`config.mk`:
```
export PLATFORM = sky130hd
export DESIGN_NAME = lma_top
export DESIGN_NICKNAME = d
export VERILOG_FILES = /design/src/rtl/lma_pkg.sv /design/src/rtl/lma_cell_alloc.sv /design/src/rtl/lma_cmd_fifo.sv /design/src/rtl/lma_self_test.sv /design/src/rtl/lma_top.sv
export VERILOG_INCLUDE_DIRS = /design/src /design/src/include
export SDC_FILE = /design/constraint.sdc
export NUM_CORES = 1
export LEC_CHECK = 0
export BUFFER_PORTS_ARGS = -buffer_cell sky130_fd_sc_hd__buf_4
export CAP_MARGIN = 5
export CORE_MARGIN = 2
export CORE_UTILIZATION = 40
export DETAILED_ROUTE_END_ITERATION = 10
export GPL_TIMING_DRIVEN = 0
export HOLD_SLACK_MARGIN = 0.12
export SETUP_SLACK_MARGIN = 0.15
export SYNTH_ARGS = -nofsm -noshare
export SYNTH_HDL_FRONTEND = slang
export SYNTH_SLANG_ARGS = --single-unit
```
`constraint.sdc`:
```
create_clock -name i_clk -period 4.5 [get_ports i_clk]
set_clock_uncertainty 0.2 [all_clocks]
set_input_delay 0.675 -clock i_clk [delete_from_list [all_inputs] [get_ports i_clk]]
set_output_delay 0.675 -clock i_clk [all_outputs]
set_load 0.005 [all_outputs]
```
`src/include/lma_config.svh`:
```
/*
 * linked-memory allocator configuration
 * pool geometry, end-of-list marker, command FIFO depth and self-test length width
 */

`ifndef LMA_CONFIG_SVH
`define LMA_CONFIG_SVH

// pool of single-word cells
`define LMA_CELLS       16
`define LMA_ADDR_W      4
`define LMA_WORD_W      16

// end-of-list marker, never a valid cell address
`define LMA_NIL         16'hFFFF

// command buffering and requested run length
`define LMA_FIFO_DEPTH  4
`define LMA_LEN_W       8

`endif

```
`src/rtl/lma_pkg.sv`:
```
/*
 * linked-memory allocator types
 * allocator opcodes and self-test sequencer states
 */

package lma_pkg;

    // allocator command opcodes
    typedef enum logic [1:0] {
        OP_ALLOC,
        OP_READ,
        OP_FREE
    } lma_op_e;

    // self-test phases
    typedef enum logic [2:0] {
        ST_IDLE,
        ST_BUILD,
        ST_WALK,
        ST_DONE
    } lma_st_e;

endpackage

```
`src/rtl/lma_cell_alloc.sv`:
```
/*
 * lma cell allocator
 * pool of one-word cells with the free list threaded through the free cells
 * sweeps every cell onto the free list after reset, then runs
 * ALLOC, READ and FREE with one response cycle
 */

`timescale 1ns/1ps
`include "lma_config.svh"

module lma_cell_alloc
    import lma_pkg::*;
(
    input  logic                   i_clk,
    input  logic                   i_rst_n,
    input  logic                   i_cmd_valid,
    input  lma_op_e                i_cmd_op,
    input  logic [`LMA_WORD_W-1:0] i_cmd_word,
    output logic                   o_cmd_ready,
    output logic                   o_rsp_valid,
    output logic [`LMA_WORD_W-1:0] o_rsp_word,
    output logic                   o_rsp_err,
    output logic [`LMA_ADDR_W:0]   o_free_cnt
);
    localparam int A_W = `LMA_ADDR_W;
    localparam int W_W = `LMA_WORD_W;

    logic [W_W-1:0] cells [`LMA_CELLS];
    // free-list head, NIL when the pool is exhausted
    logic [W_W-1:0] head;
    logic [A_W:0]   sweep_idx;
    logic           sweeping;
    logic [A_W-1:0] head_idx;
    logic [A_W-1:0] cmd_idx;
    logic           pool_empty;
    logic           addr_ok;
    logic           accept;
    logic           alloc_ok;
    logic           read_ok;
    logic           free_ok;
    logic           cmd_err;

    assign sweeping    = (sweep_idx != (A_W+1)'(`LMA_CELLS));
    assign o_cmd_ready = !sweeping;

    assign head_idx   = head[A_W-1:0];
    assign cmd_idx    = i_cmd_word[A_W-1:0];
    assign pool_empty = (head == `LMA_NIL);
    assign addr_ok    = (i_cmd_word < `LMA_CELLS);

    // command decode
    assign accept   = i_cmd_valid && o_cmd_ready;
    assign alloc_ok = accept && (i_cmd_op == OP_ALLOC) && !pool_empty;
    assign read_ok  = accept && (i_cmd_op == OP_READ) && addr_ok;
    assign free_ok  = accept && (i_cmd_op == OP_FREE) && addr_ok;
    // empty pool on alloc, out-of-range address otherwise
    assign cmd_err  = accept && ((i_cmd_op == OP_ALLOC) ? pool_empty : !addr_ok);

    // cell array, single write port
    always_ff @(posedge i_clk) begin
        if (sweeping) begin
            // push cell onto the list, first one inherits NIL
            cells[sweep_idx[A_W-1:0]] <= head;
        end else if (alloc_ok) begin
            cells[head_idx] <= i_cmd_word;
        end else if (free_ok) begin
            // freed cell points at the old head
            cells[cmd_idx] <= head;
        end
    end

    // free-list head, sweep and response control
    always_ff @(posedge i_clk) begin
        if (!i_rst_n) begin
            sweep_idx   <= '0;
            head        <= `LMA_NIL;
            o_free_cnt  <= '0;
            o_rsp_valid <= 1'b0;
            o_rsp_err   <= 1'b0;
        end else begin
            // free answers only when it fails
            o_rsp_valid <= accept && ((i_cmd_op != OP_FREE) || cmd_err);
            o_rsp_err   <= cmd_err;
            if (sweeping) begin
                head       <= {{(W_W-A_W){1'b0}}, sweep_idx[A_W-1:0]};
                sweep_idx  <= sweep_idx + 1'b1;
                o_free_cnt <= o_free_cnt + 1'b1;
            end else if (alloc_ok) begin
                // pop: next free cell is linked from the old head
                head       <= cells[head_idx];
                o_free_cnt <= o_free_cnt - 1'b1;
            end else if (free_ok) begin
                head       <= i_cmd_word;
                o_free_cnt <= o_free_cnt + 1'b1;
            end
        end
    end

    // response payload
    always_ff @(posedge i_clk) begin
        if (alloc_ok) begin
            o_rsp_word <= head;
        end else if (read_ok) begin
            o_rsp_word <= cells[cmd_idx];
        end else if (accept) begin
            // errors echo the offending word
            o_rsp_word <= i_cmd_word;
        end
    end

endmodule

```
`src/rtl/lma_cmd_fifo.sv`:
```
/*
 * lma command FIFO
 * circular buffer between self-test and allocator, valid/ready on both sides
 * a written entry shows at the output on the following cycle
 */

`timescale 1ns/1ps
`include "lma_config.svh"

module lma_cmd_fifo
    import lma_pkg::*;
#(
    parameter int DEPTH = `LMA_FIFO_DEPTH
) (
    input  logic                   i_clk,
    input  logic                   i_rst_n,
    input  logic                   i_in_valid,
    input  lma_op_e                i_in_op,
    input  logic [`LMA_WORD_W-1:0] i_in_word,
    output logic                   o_in_ready,
    output logic                   o_out_valid,
    output lma_op_e                o_out_op,
    output logic [`LMA_WORD_W-1:0] o_out_word,
    input  logic                   i_out_ready
);
    localparam int PTR_W = $clog2(DEPTH);

    lma_op_e                op_mem [DEPTH];
    logic [`LMA_WORD_W-1:0] word_mem [DEPTH];
    logic [PTR_W-1:0]       wr_ptr;
    logic [PTR_W-1:0]       rd_ptr;
    logic [PTR_W:0]         count;
    logic                   do_wr;
    logic                   do_rd;

    // full still accepts when the head leaves in the same cycle
    assign o_in_ready  = (count != (PTR_W+1)'(DEPTH)) || i_out_ready;
    assign o_out_valid = (count != '0);
    assign o_out_op    = op_mem[rd_ptr];
    assign o_out_word  = word_mem[rd_ptr];

    assign do_wr = i_in_valid && o_in_ready;
    assign do_rd = o_out_valid && i_out_ready;

    // storage
    always_ff @(posedge i_clk) begin
        if (do_wr) begin
            op_mem[wr_ptr]   <= i_in_op;
            word_mem[wr_ptr] <= i_in_word;
        end
    end

    // pointers wrap on their own since depth is a power of two
    always_ff @(posedge i_clk) begin
        if (!i_rst_n) begin
            wr_ptr <= '0;
            rd_ptr <= '0;
            count  <= '0;
        end else begin
            if (do_wr) begin
                wr_ptr <= wr_ptr + 1'b1;
            end
            if (do_rd) begin
                rd_ptr <= rd_ptr + 1'b1;
            end
            if (do_wr && !do_rd) begin
                count <= count + 1'b1;
            end else if (do_rd && !do_wr) begin
                count <= count - 1'b1;
            end
        end
    end

endmodule

```
`src/rtl/lma_self_test.sv`:
```
/*
 * lma self-test sequencer
 * builds a linked list of the requested length through the allocator,
 * then walks it to NIL freeing each cell, and reports pass or fail
 */

`timescale 1ns/1ps
`include "lma_config.svh"

module lma_self_test
    import lma_pkg::*;
(
    input  logic                   i_clk,
    input  logic                   i_rst_n,
    input  logic                   i_start,
    input  logic                   i_en,
    input  logic [`LMA_LEN_W-1:0]  i_len,
    output logic                   o_cmd_valid,
    output lma_op_e                o_cmd_op,
    output logic [`LMA_WORD_W-1:0] o_cmd_word,
    input  logic                   i_cmd_ready,
    input  logic                   i_rsp_valid,
    input  logic [`LMA_WORD_W-1:0] i_rsp_word,
    input  logic                   i_rsp_err,
    output logic                   o_running,
    output logic                   o_done,
    output logic                   o_pass,
    output logic [`LMA_LEN_W-1:0]  o_count
);
    lma_st_e                state;
    logic [`LMA_LEN_W-1:0]  len_q;
    logic [`LMA_LEN_W-1:0]  build_cnt;
    // last allocated cell while building, next cell to visit while walking
    logic [`LMA_WORD_W-1:0] addr_q;
    logic                   wait_rsp;
    logic                   free_pend;
    logic                   err_seen;

    always_ff @(posedge i_clk) begin
        if (!i_rst_n) begin
            state       <= ST_IDLE;
            len_q       <= '0;
            build_cnt   <= '0;
            addr_q      <= `LMA_NIL;
            wait_rsp    <= 1'b0;
            free_pend   <= 1'b0;
            err_seen    <= 1'b0;
            o_cmd_valid <= 1'b0;
            o_cmd_op    <= OP_ALLOC;
            o_cmd_word  <= '0;
            o_running   <= 1'b0;
            o_done      <= 1'b0;
            o_pass      <= 1'b0;
            o_count     <= '0;
        end else begin
            o_done <= 1'b0;
            if (o_cmd_valid && i_cmd_ready) begin
                o_cmd_valid <= 1'b0;
            end
            // any error response taints the run, free errors included
            if (i_rsp_valid && i_rsp_err) begin
                err_seen <= 1'b1;
            end
            case (state)
                ST_IDLE: begin
                    if (i_start) begin
                        state     <= ST_BUILD;
                        len_q     <= i_len;
                        build_cnt <= '0;
                        addr_q    <= `LMA_NIL;
                        wait_rsp  <= 1'b0;
                        free_pend <= 1'b0;
                        err_seen  <= 1'b0;
                        o_running <= 1'b1;
                        o_pass    <= 1'b0;
                        o_count   <= '0;
                    end
                end
                ST_BUILD: begin
                    if (wait_rsp) begin
                        if (i_rsp_valid) begin
                            wait_rsp <= 1'b0;
                            if (i_rsp_err) begin
                                // pool exhausted, walk what was built
                                state <= ST_WALK;
                            end else begin
                                addr_q <= i_rsp_word;
                            end
                        end
                    end else if (!o_cmd_valid) begin
                        if (build_cnt == len_q) begin
                            state <= ST_WALK;
                        end else if (i_en) begin
                            // new cell links to the previous head
                            o_cmd_valid <= 1'b1;
                            o_cmd_op    <= OP_ALLOC;
                            o_cmd_word  <= addr_q;
                            build_cnt   <= build_cnt + 1'b1;
                            wait_rsp    <= 1'b1;
                        end
                    end
                end
                ST_WALK: begin
                    if (wait_rsp) begin
                        if (i_rsp_valid) begin
                            wait_rsp <= 1'b0;
                            if (i_rsp_err) begin
                                addr_q <= `LMA_NIL;
                            end else begin
                                // stage the free of the visited cell, then follow its link
                                o_cmd_op   <= OP_FREE;
                                o_cmd_word <= addr_q;
                                addr_q     <= i_rsp_word;
                                free_pend  <= 1'b1;
                            end
                        end
                    end else if (free_pend) begin
                        // posted without waiting for a response
                        if (!o_cmd_valid && i_en) begin
                            o_cmd_valid <= 1'b1;
                            free_pend   <= 1'b0;
                            o_count     <= o_count + 1'b1;
                        end
                    end else if (!o_cmd_valid) begin
                        if (addr_q == `LMA_NIL) begin
                            state     <= ST_DONE;
                            o_running <= 1'b0;
                            o_done    <= 1'b1;
                            o_pass    <= !err_seen && (o_count == len_q);
                        end else if (i_en) begin
                            o_cmd_valid <= 1'b1;
                            o_cmd_op    <= OP_READ;
                            o_cmd_word  <= addr_q;
                            wait_rsp    <= 1'b1;
                        end
                    end
                end
                ST_DONE: begin
                    state <= ST_IDLE;
                end
                default: begin
                    state <= ST_IDLE;
                end
            endcase
        end
    end

endmodule

```
`src/rtl/lma_top.sv`:
```
/*
 * lma top level
 * self-test posts commands through the command FIFO into the cell allocator,
 * responses return straight from the allocator to the self-test
 */

`timescale 1ns/1ps
`include "lma_config.svh"

module lma_top
    import lma_pkg::*;
(
    input  logic                  i_clk,
    input  logic                  i_rst_n,
    input  logic                  i_start,
    input  logic                  i_en,
    input  logic [`LMA_LEN_W-1:0] i_len,
    output logic                  o_running,
    output logic                  o_done,
    output logic                  o_pass,
    output logic [`LMA_LEN_W-1:0] o_count,
    output logic [`LMA_ADDR_W:0]  o_free_cnt
);
    // self-test to FIFO
    logic                   st_valid;
    lma_op_e                st_op;
    logic [`LMA_WORD_W-1:0] st_word;
    logic                   st_ready;
    // FIFO to allocator
    logic                   al_valid;
    lma_op_e                al_op;
    logic [`LMA_WORD_W-1:0] al_word;
    logic                   al_ready;
    // allocator responses
    logic                   rsp_valid;
    logic [`LMA_WORD_W-1:0] rsp_word;
    logic                   rsp_err;

    lma_self_test u_self_test (
        .i_clk       (i_clk),
        .i_rst_n     (i_rst_n),
        .i_start     (i_start),
        .i_en        (i_en),
        .i_len       (i_len),
        .o_cmd_valid (st_valid),
        .o_cmd_op    (st_op),
        .o_cmd_word  (st_word),
        .i_cmd_ready (st_ready),
        .i_rsp_valid (rsp_valid),
        .i_rsp_word  (rsp_word),
        .i_rsp_err   (rsp_err),
        .o_running   (o_running),
        .o_done      (o_done),
        .o_pass      (o_pass),
        .o_count     (o_count)
    );

    lma_cmd_fifo #(
        .DEPTH (`LMA_FIFO_DEPTH)
    ) u_fifo (
        .i_clk       (i_clk),
        .i_rst_n     (i_rst_n),
        .i_in_valid  (st_valid),
        .i_in_op     (st_op),
        .i_in_word   (st_word),
        .o_in_ready  (st_ready),
        .o_out_valid (al_valid),
        .o_out_op    (al_op),
        .o_out_word  (al_word),
        .i_out_ready (al_ready)
    );

    lma_cell_alloc u_alloc (
        .i_clk       (i_clk),
        .i_rst_n     (i_rst_n),
        .i_cmd_valid (al_valid),
        .i_cmd_op    (al_op),
        .i_cmd_word  (al_word),
        .o_cmd_ready (al_ready),
        .o_rsp_valid (rsp_valid),
        .o_rsp_word  (rsp_word),
        .o_rsp_err   (rsp_err),
        .o_free_cnt  (o_free_cnt)
    );

endmodule

```
==> out/metrics.cfg <==
[logic_synthesis]
netlist_area_sq_um = 20600
synth_nets = 1488
synth-xor-area-share = 0.0153
ys.flop_type = edfxtp_1
synth-edff-count = 344
syn_avg_cell_area_sq_um = 14.1
synth_fa_ha_area_frac = 0.0101
yosysSeqAreaShare = 0.606
yosysTopAreaCell = edfxtp_1
synth_top_family_by_area = multiplexers
synthMuxAreaShare = 0.199
synth.distinct_cells = 62
ys_ff_latch = 452
synth-simple-area-share = 0.0857
async_flop_share = 0
syn_inst = 1460
synth_compound_area_frac = 0.0629
yosysWarnings = 0
synth_top_area_share = 0.501
synth_area_leaders = edfxtp_1 (50%), mux4_2 (11%), dfxtp_1 (10%)

[final_layout]
finalNonFillerCells = 2300
fillers = 4480
syn_to_final_growth_pct = 16.7
insertedDiodeCount = 0
nets = 1609
drive_gt1_frac = 0.177

[placed_design]
hpwlAfterDp_mm = 40.3
gp_congestion = 0.896
place_inst = 2192
place_ws_ps = -564
port_buffers = 27

[power]
clockPowerShare = 0.368
power.share.sequential = 0.465
p_sw_frac = 0.272
p_comb_frac = 0.167
p_per_area_nw_per_um2 = 451
ir_drop_mv = 0.355
power.internal_w = 0.00790
p_sw_w = 0.00296
p_leak_nw = 8.62

[clocking]
clk_pin_slew_ps = 60
clock_path_buffers = 3
htree_levels = 2
cts_buffers = 48
cts_tree = built
insertion_delay_ps = 590
cts_num_sinks = 452
cts-root-buf = clkbuf_16

[setup_path]
crit_chain = buf_6 > mux4_2 > or4_1 > or4_1 > buf_2 > a21oi_2 > nor3_4 > buf_8 > buf_8
rr_endpoint = u_alloc.cells[14][14]
end_kind = flip-flop
crit_family = simple AND/OR/NAND/NOR gates
arrival_ps = 4430
r2r_setup_slack_ps = 200
critPathMaxStageDelay_ps = 790
worst-path-buf-inv = 4
cpMaxStageDelayCell = a21oi_2
required_ps = 4630
cp_max_fo = 11
reg2reg_depth = 9
startpoint_type = flip-flop
crit_type = flip-flop to flip-flop

[timing]
fin_crit_ps = 4300
setup_viol_count_final = 0
rsz0062_at_grt = yes
fin_ws_ps = 204
relSlewSlack = 0.154
finalMaxSlewViolations = 0
hold_viol_final = 0
fmax_mhz = 233
final.period_utilization = 0.955
worst_pin_slew_ps = 1270
tns_ps = 0

[floorplan]
io_pins = 28
die_w_um = 231
die_y_um = 231
dieArea_sq_um = 53400
core-area_sq_um = 51100
rows = 83
initial_core_util = 0.403

[routing]
vias = 13400
drtPass1Iterations = 5
vias_per_cell = 5.82
routed_wl_mm = 57.3
drtAntennaViolNets = 0
routedWlPerCell_um = 24.9
drt_iter0_markers = 1410
post-route-drc-count = 0

[global_routing]
grt_pass1_wl_mm = 85.7
grt_pass1_vias = 13300
antenna_found_initial = 2
grt_max_degree = 22
track_usage = 0.217
grt_overflow = 0

[worst_hold_path]
min_from = i_len[0]
worstHoldPathType = input port to flip-flop
hold_end = u_self_test.len_q[0]
hold_path_depth = 3

[outcome]
outcome = completed

[flow_run]
drv_cap = 0

state kept, by name (all words and copies together) (netlist names), 3 cells and up, named ones only:
signal	count
u_alloc.head	16
u_alloc.sweep_idx	5
u_self_test.o_count	8
u_fifo.word_mem	64
u_fifo.count	3
u_self_test.build_cnt	8
u_self_test.addr_q	16
u_alloc.o_rsp_word	16
u_fifo.op_mem	8
u_alloc.o_free_cnt	5
u_self_test.o_cmd_word	16
u_self_test.len_q	8
u_alloc.cells	256
power groups by stage:
stage | registers (W) | clock network (W) | logic (W)
floorplan | 0.00505 | 0 | 0.00126
global placement | 0.00513 | 0 | 0.00171
detailed placement | 0.00514 | 0 | 0.00178
CTS | 0.00505 | 0.00405 | 0.00180
global route | 0.00509 | 0.00423 | 0.00198
finish | 0.00505 | 0.00399 | 0.00181
synth_stat cells, types with 20 or more instances:
library cell	instances
edfxtp_1	344
mux2i_1	184
nand2_1	130
dfxtp_1	108
nor2_1	108
mux4_2	98
clkbuf_1	60
o21ai_0	28
a21oi_1	26
a221o_1	26
nor3_1	24
xor2_1	24
nand3_1	23
buf_1	22
and2_1	20
cells in the final DEF (no fill, tap or decap), drive strengths merged, types with 21 or more instances in the layout:
cell | netlist | final
and2 | 21 | 21
o21ai | 32 | 32
dfxtp | 108 | 108
nand3 | 23 | 23
buf | 34 | 103
nor2 | 108 | 108
mux2i | 184 | 184
clkbuf | 60 | 126
nand2 | 130 | 130
a21oi | 27 | 27
mux4 | 98 | 98
xor2 | 24 | 24
a221o | 26 | 26
nor3 | 28 | 28
edfxtp | 344 | 344
how the worst max path moves through the flow:
stage	from	to	slack, ps	cells past startpoint
final	flip-flop	u_alloc.cells[14][14]	200	9
after global routing	flip-flop	u_alloc.cells[14][14]	130	9
after CTS	flip-flop	u_alloc.cells[4][5]	160	9
after detailed placement	flip-flop	u_alloc.cells[15][8]	-560	9
after global placement	u_alloc.sweep_idx[0]	u_alloc.cells[1][9]	-2800	10
after floorplan	u_alloc.sweep_idx[0]	u_alloc.cells[2][0]	-100	10
per-layer routing:
| layer | vias up | global-route usage | part of all wire |
|---|---|---|---|
| met5 | - | 0 | 0 |
| met4 | 0 | 0.0837 | 0.037 |
| met3 | 128 | 0.0398 | 0.074 |
| met2 | 539 | 0.351 | 0.47 |
| met1 | 6785 | 0.292 | 0.42 |
| li1 | 5925 | - | - |
worst min-delay path, cell delays in order:
cell     delay [ps]
buf_4           110
nand2_1          50
a21oi_1          50
timing repair:
action / 4_1_cts / 5_1_grt
pin swaps: 12 / 0
hold endpoints to repair: 1 / 0
setup buffers: 18 / 0
cloned: 0 / 0
setup endpoints to repair: 257 / 229
hold buffers: 1 / 0
gates resized for setup: 9 / 8
through the flow:
step	power (W)	hold slack, ps	utilization	area (sq um)
after floorplan	0.00631	259	-	20600
after global placement	0.00684	256	0.425	21700
after detailed placement	0.00692	283	0.434	22200
after CTS	0.0109	121	0.470	24000
after global routing	0.0113	130	0.471	24100
final	0.0109	149	0.471	24100
final cells by class:
class | instances | area [sq um] | share of cell area
Multi-Input combinational cell | 897 | 7870 | 0.327
Clock inverter | 24 | 253 | 0.0105
Tap cell | 680 | 851 | 0.0354
Clock buffer | 65 | 1340 | 0.0556
Sequential cell | 452 | 12500 | 0.519
Buffer | 93 | 377 | 0.0157
Timing Repair Buffer | 72 | 811 | 0.0337
Inverter | 17 | 63.8 | 0.00265
cell families (layout without fill, tap and decap cells):
| group | Yosys count | after routing |
|---|---|---|
| and+or+nand+nor | 377 | 377 |
| xor gates and xnor gates | 36 | 36 |
| AOI/OAI and AO/OA | 182 | 182 |
| adders and majority gates | 16 | 16 |
| buffers and inverters | 111 | 271 |
| DFF | 452 | 452 |
| muxes | 286 | 286 |
Power figures use the tool's default switching activity.
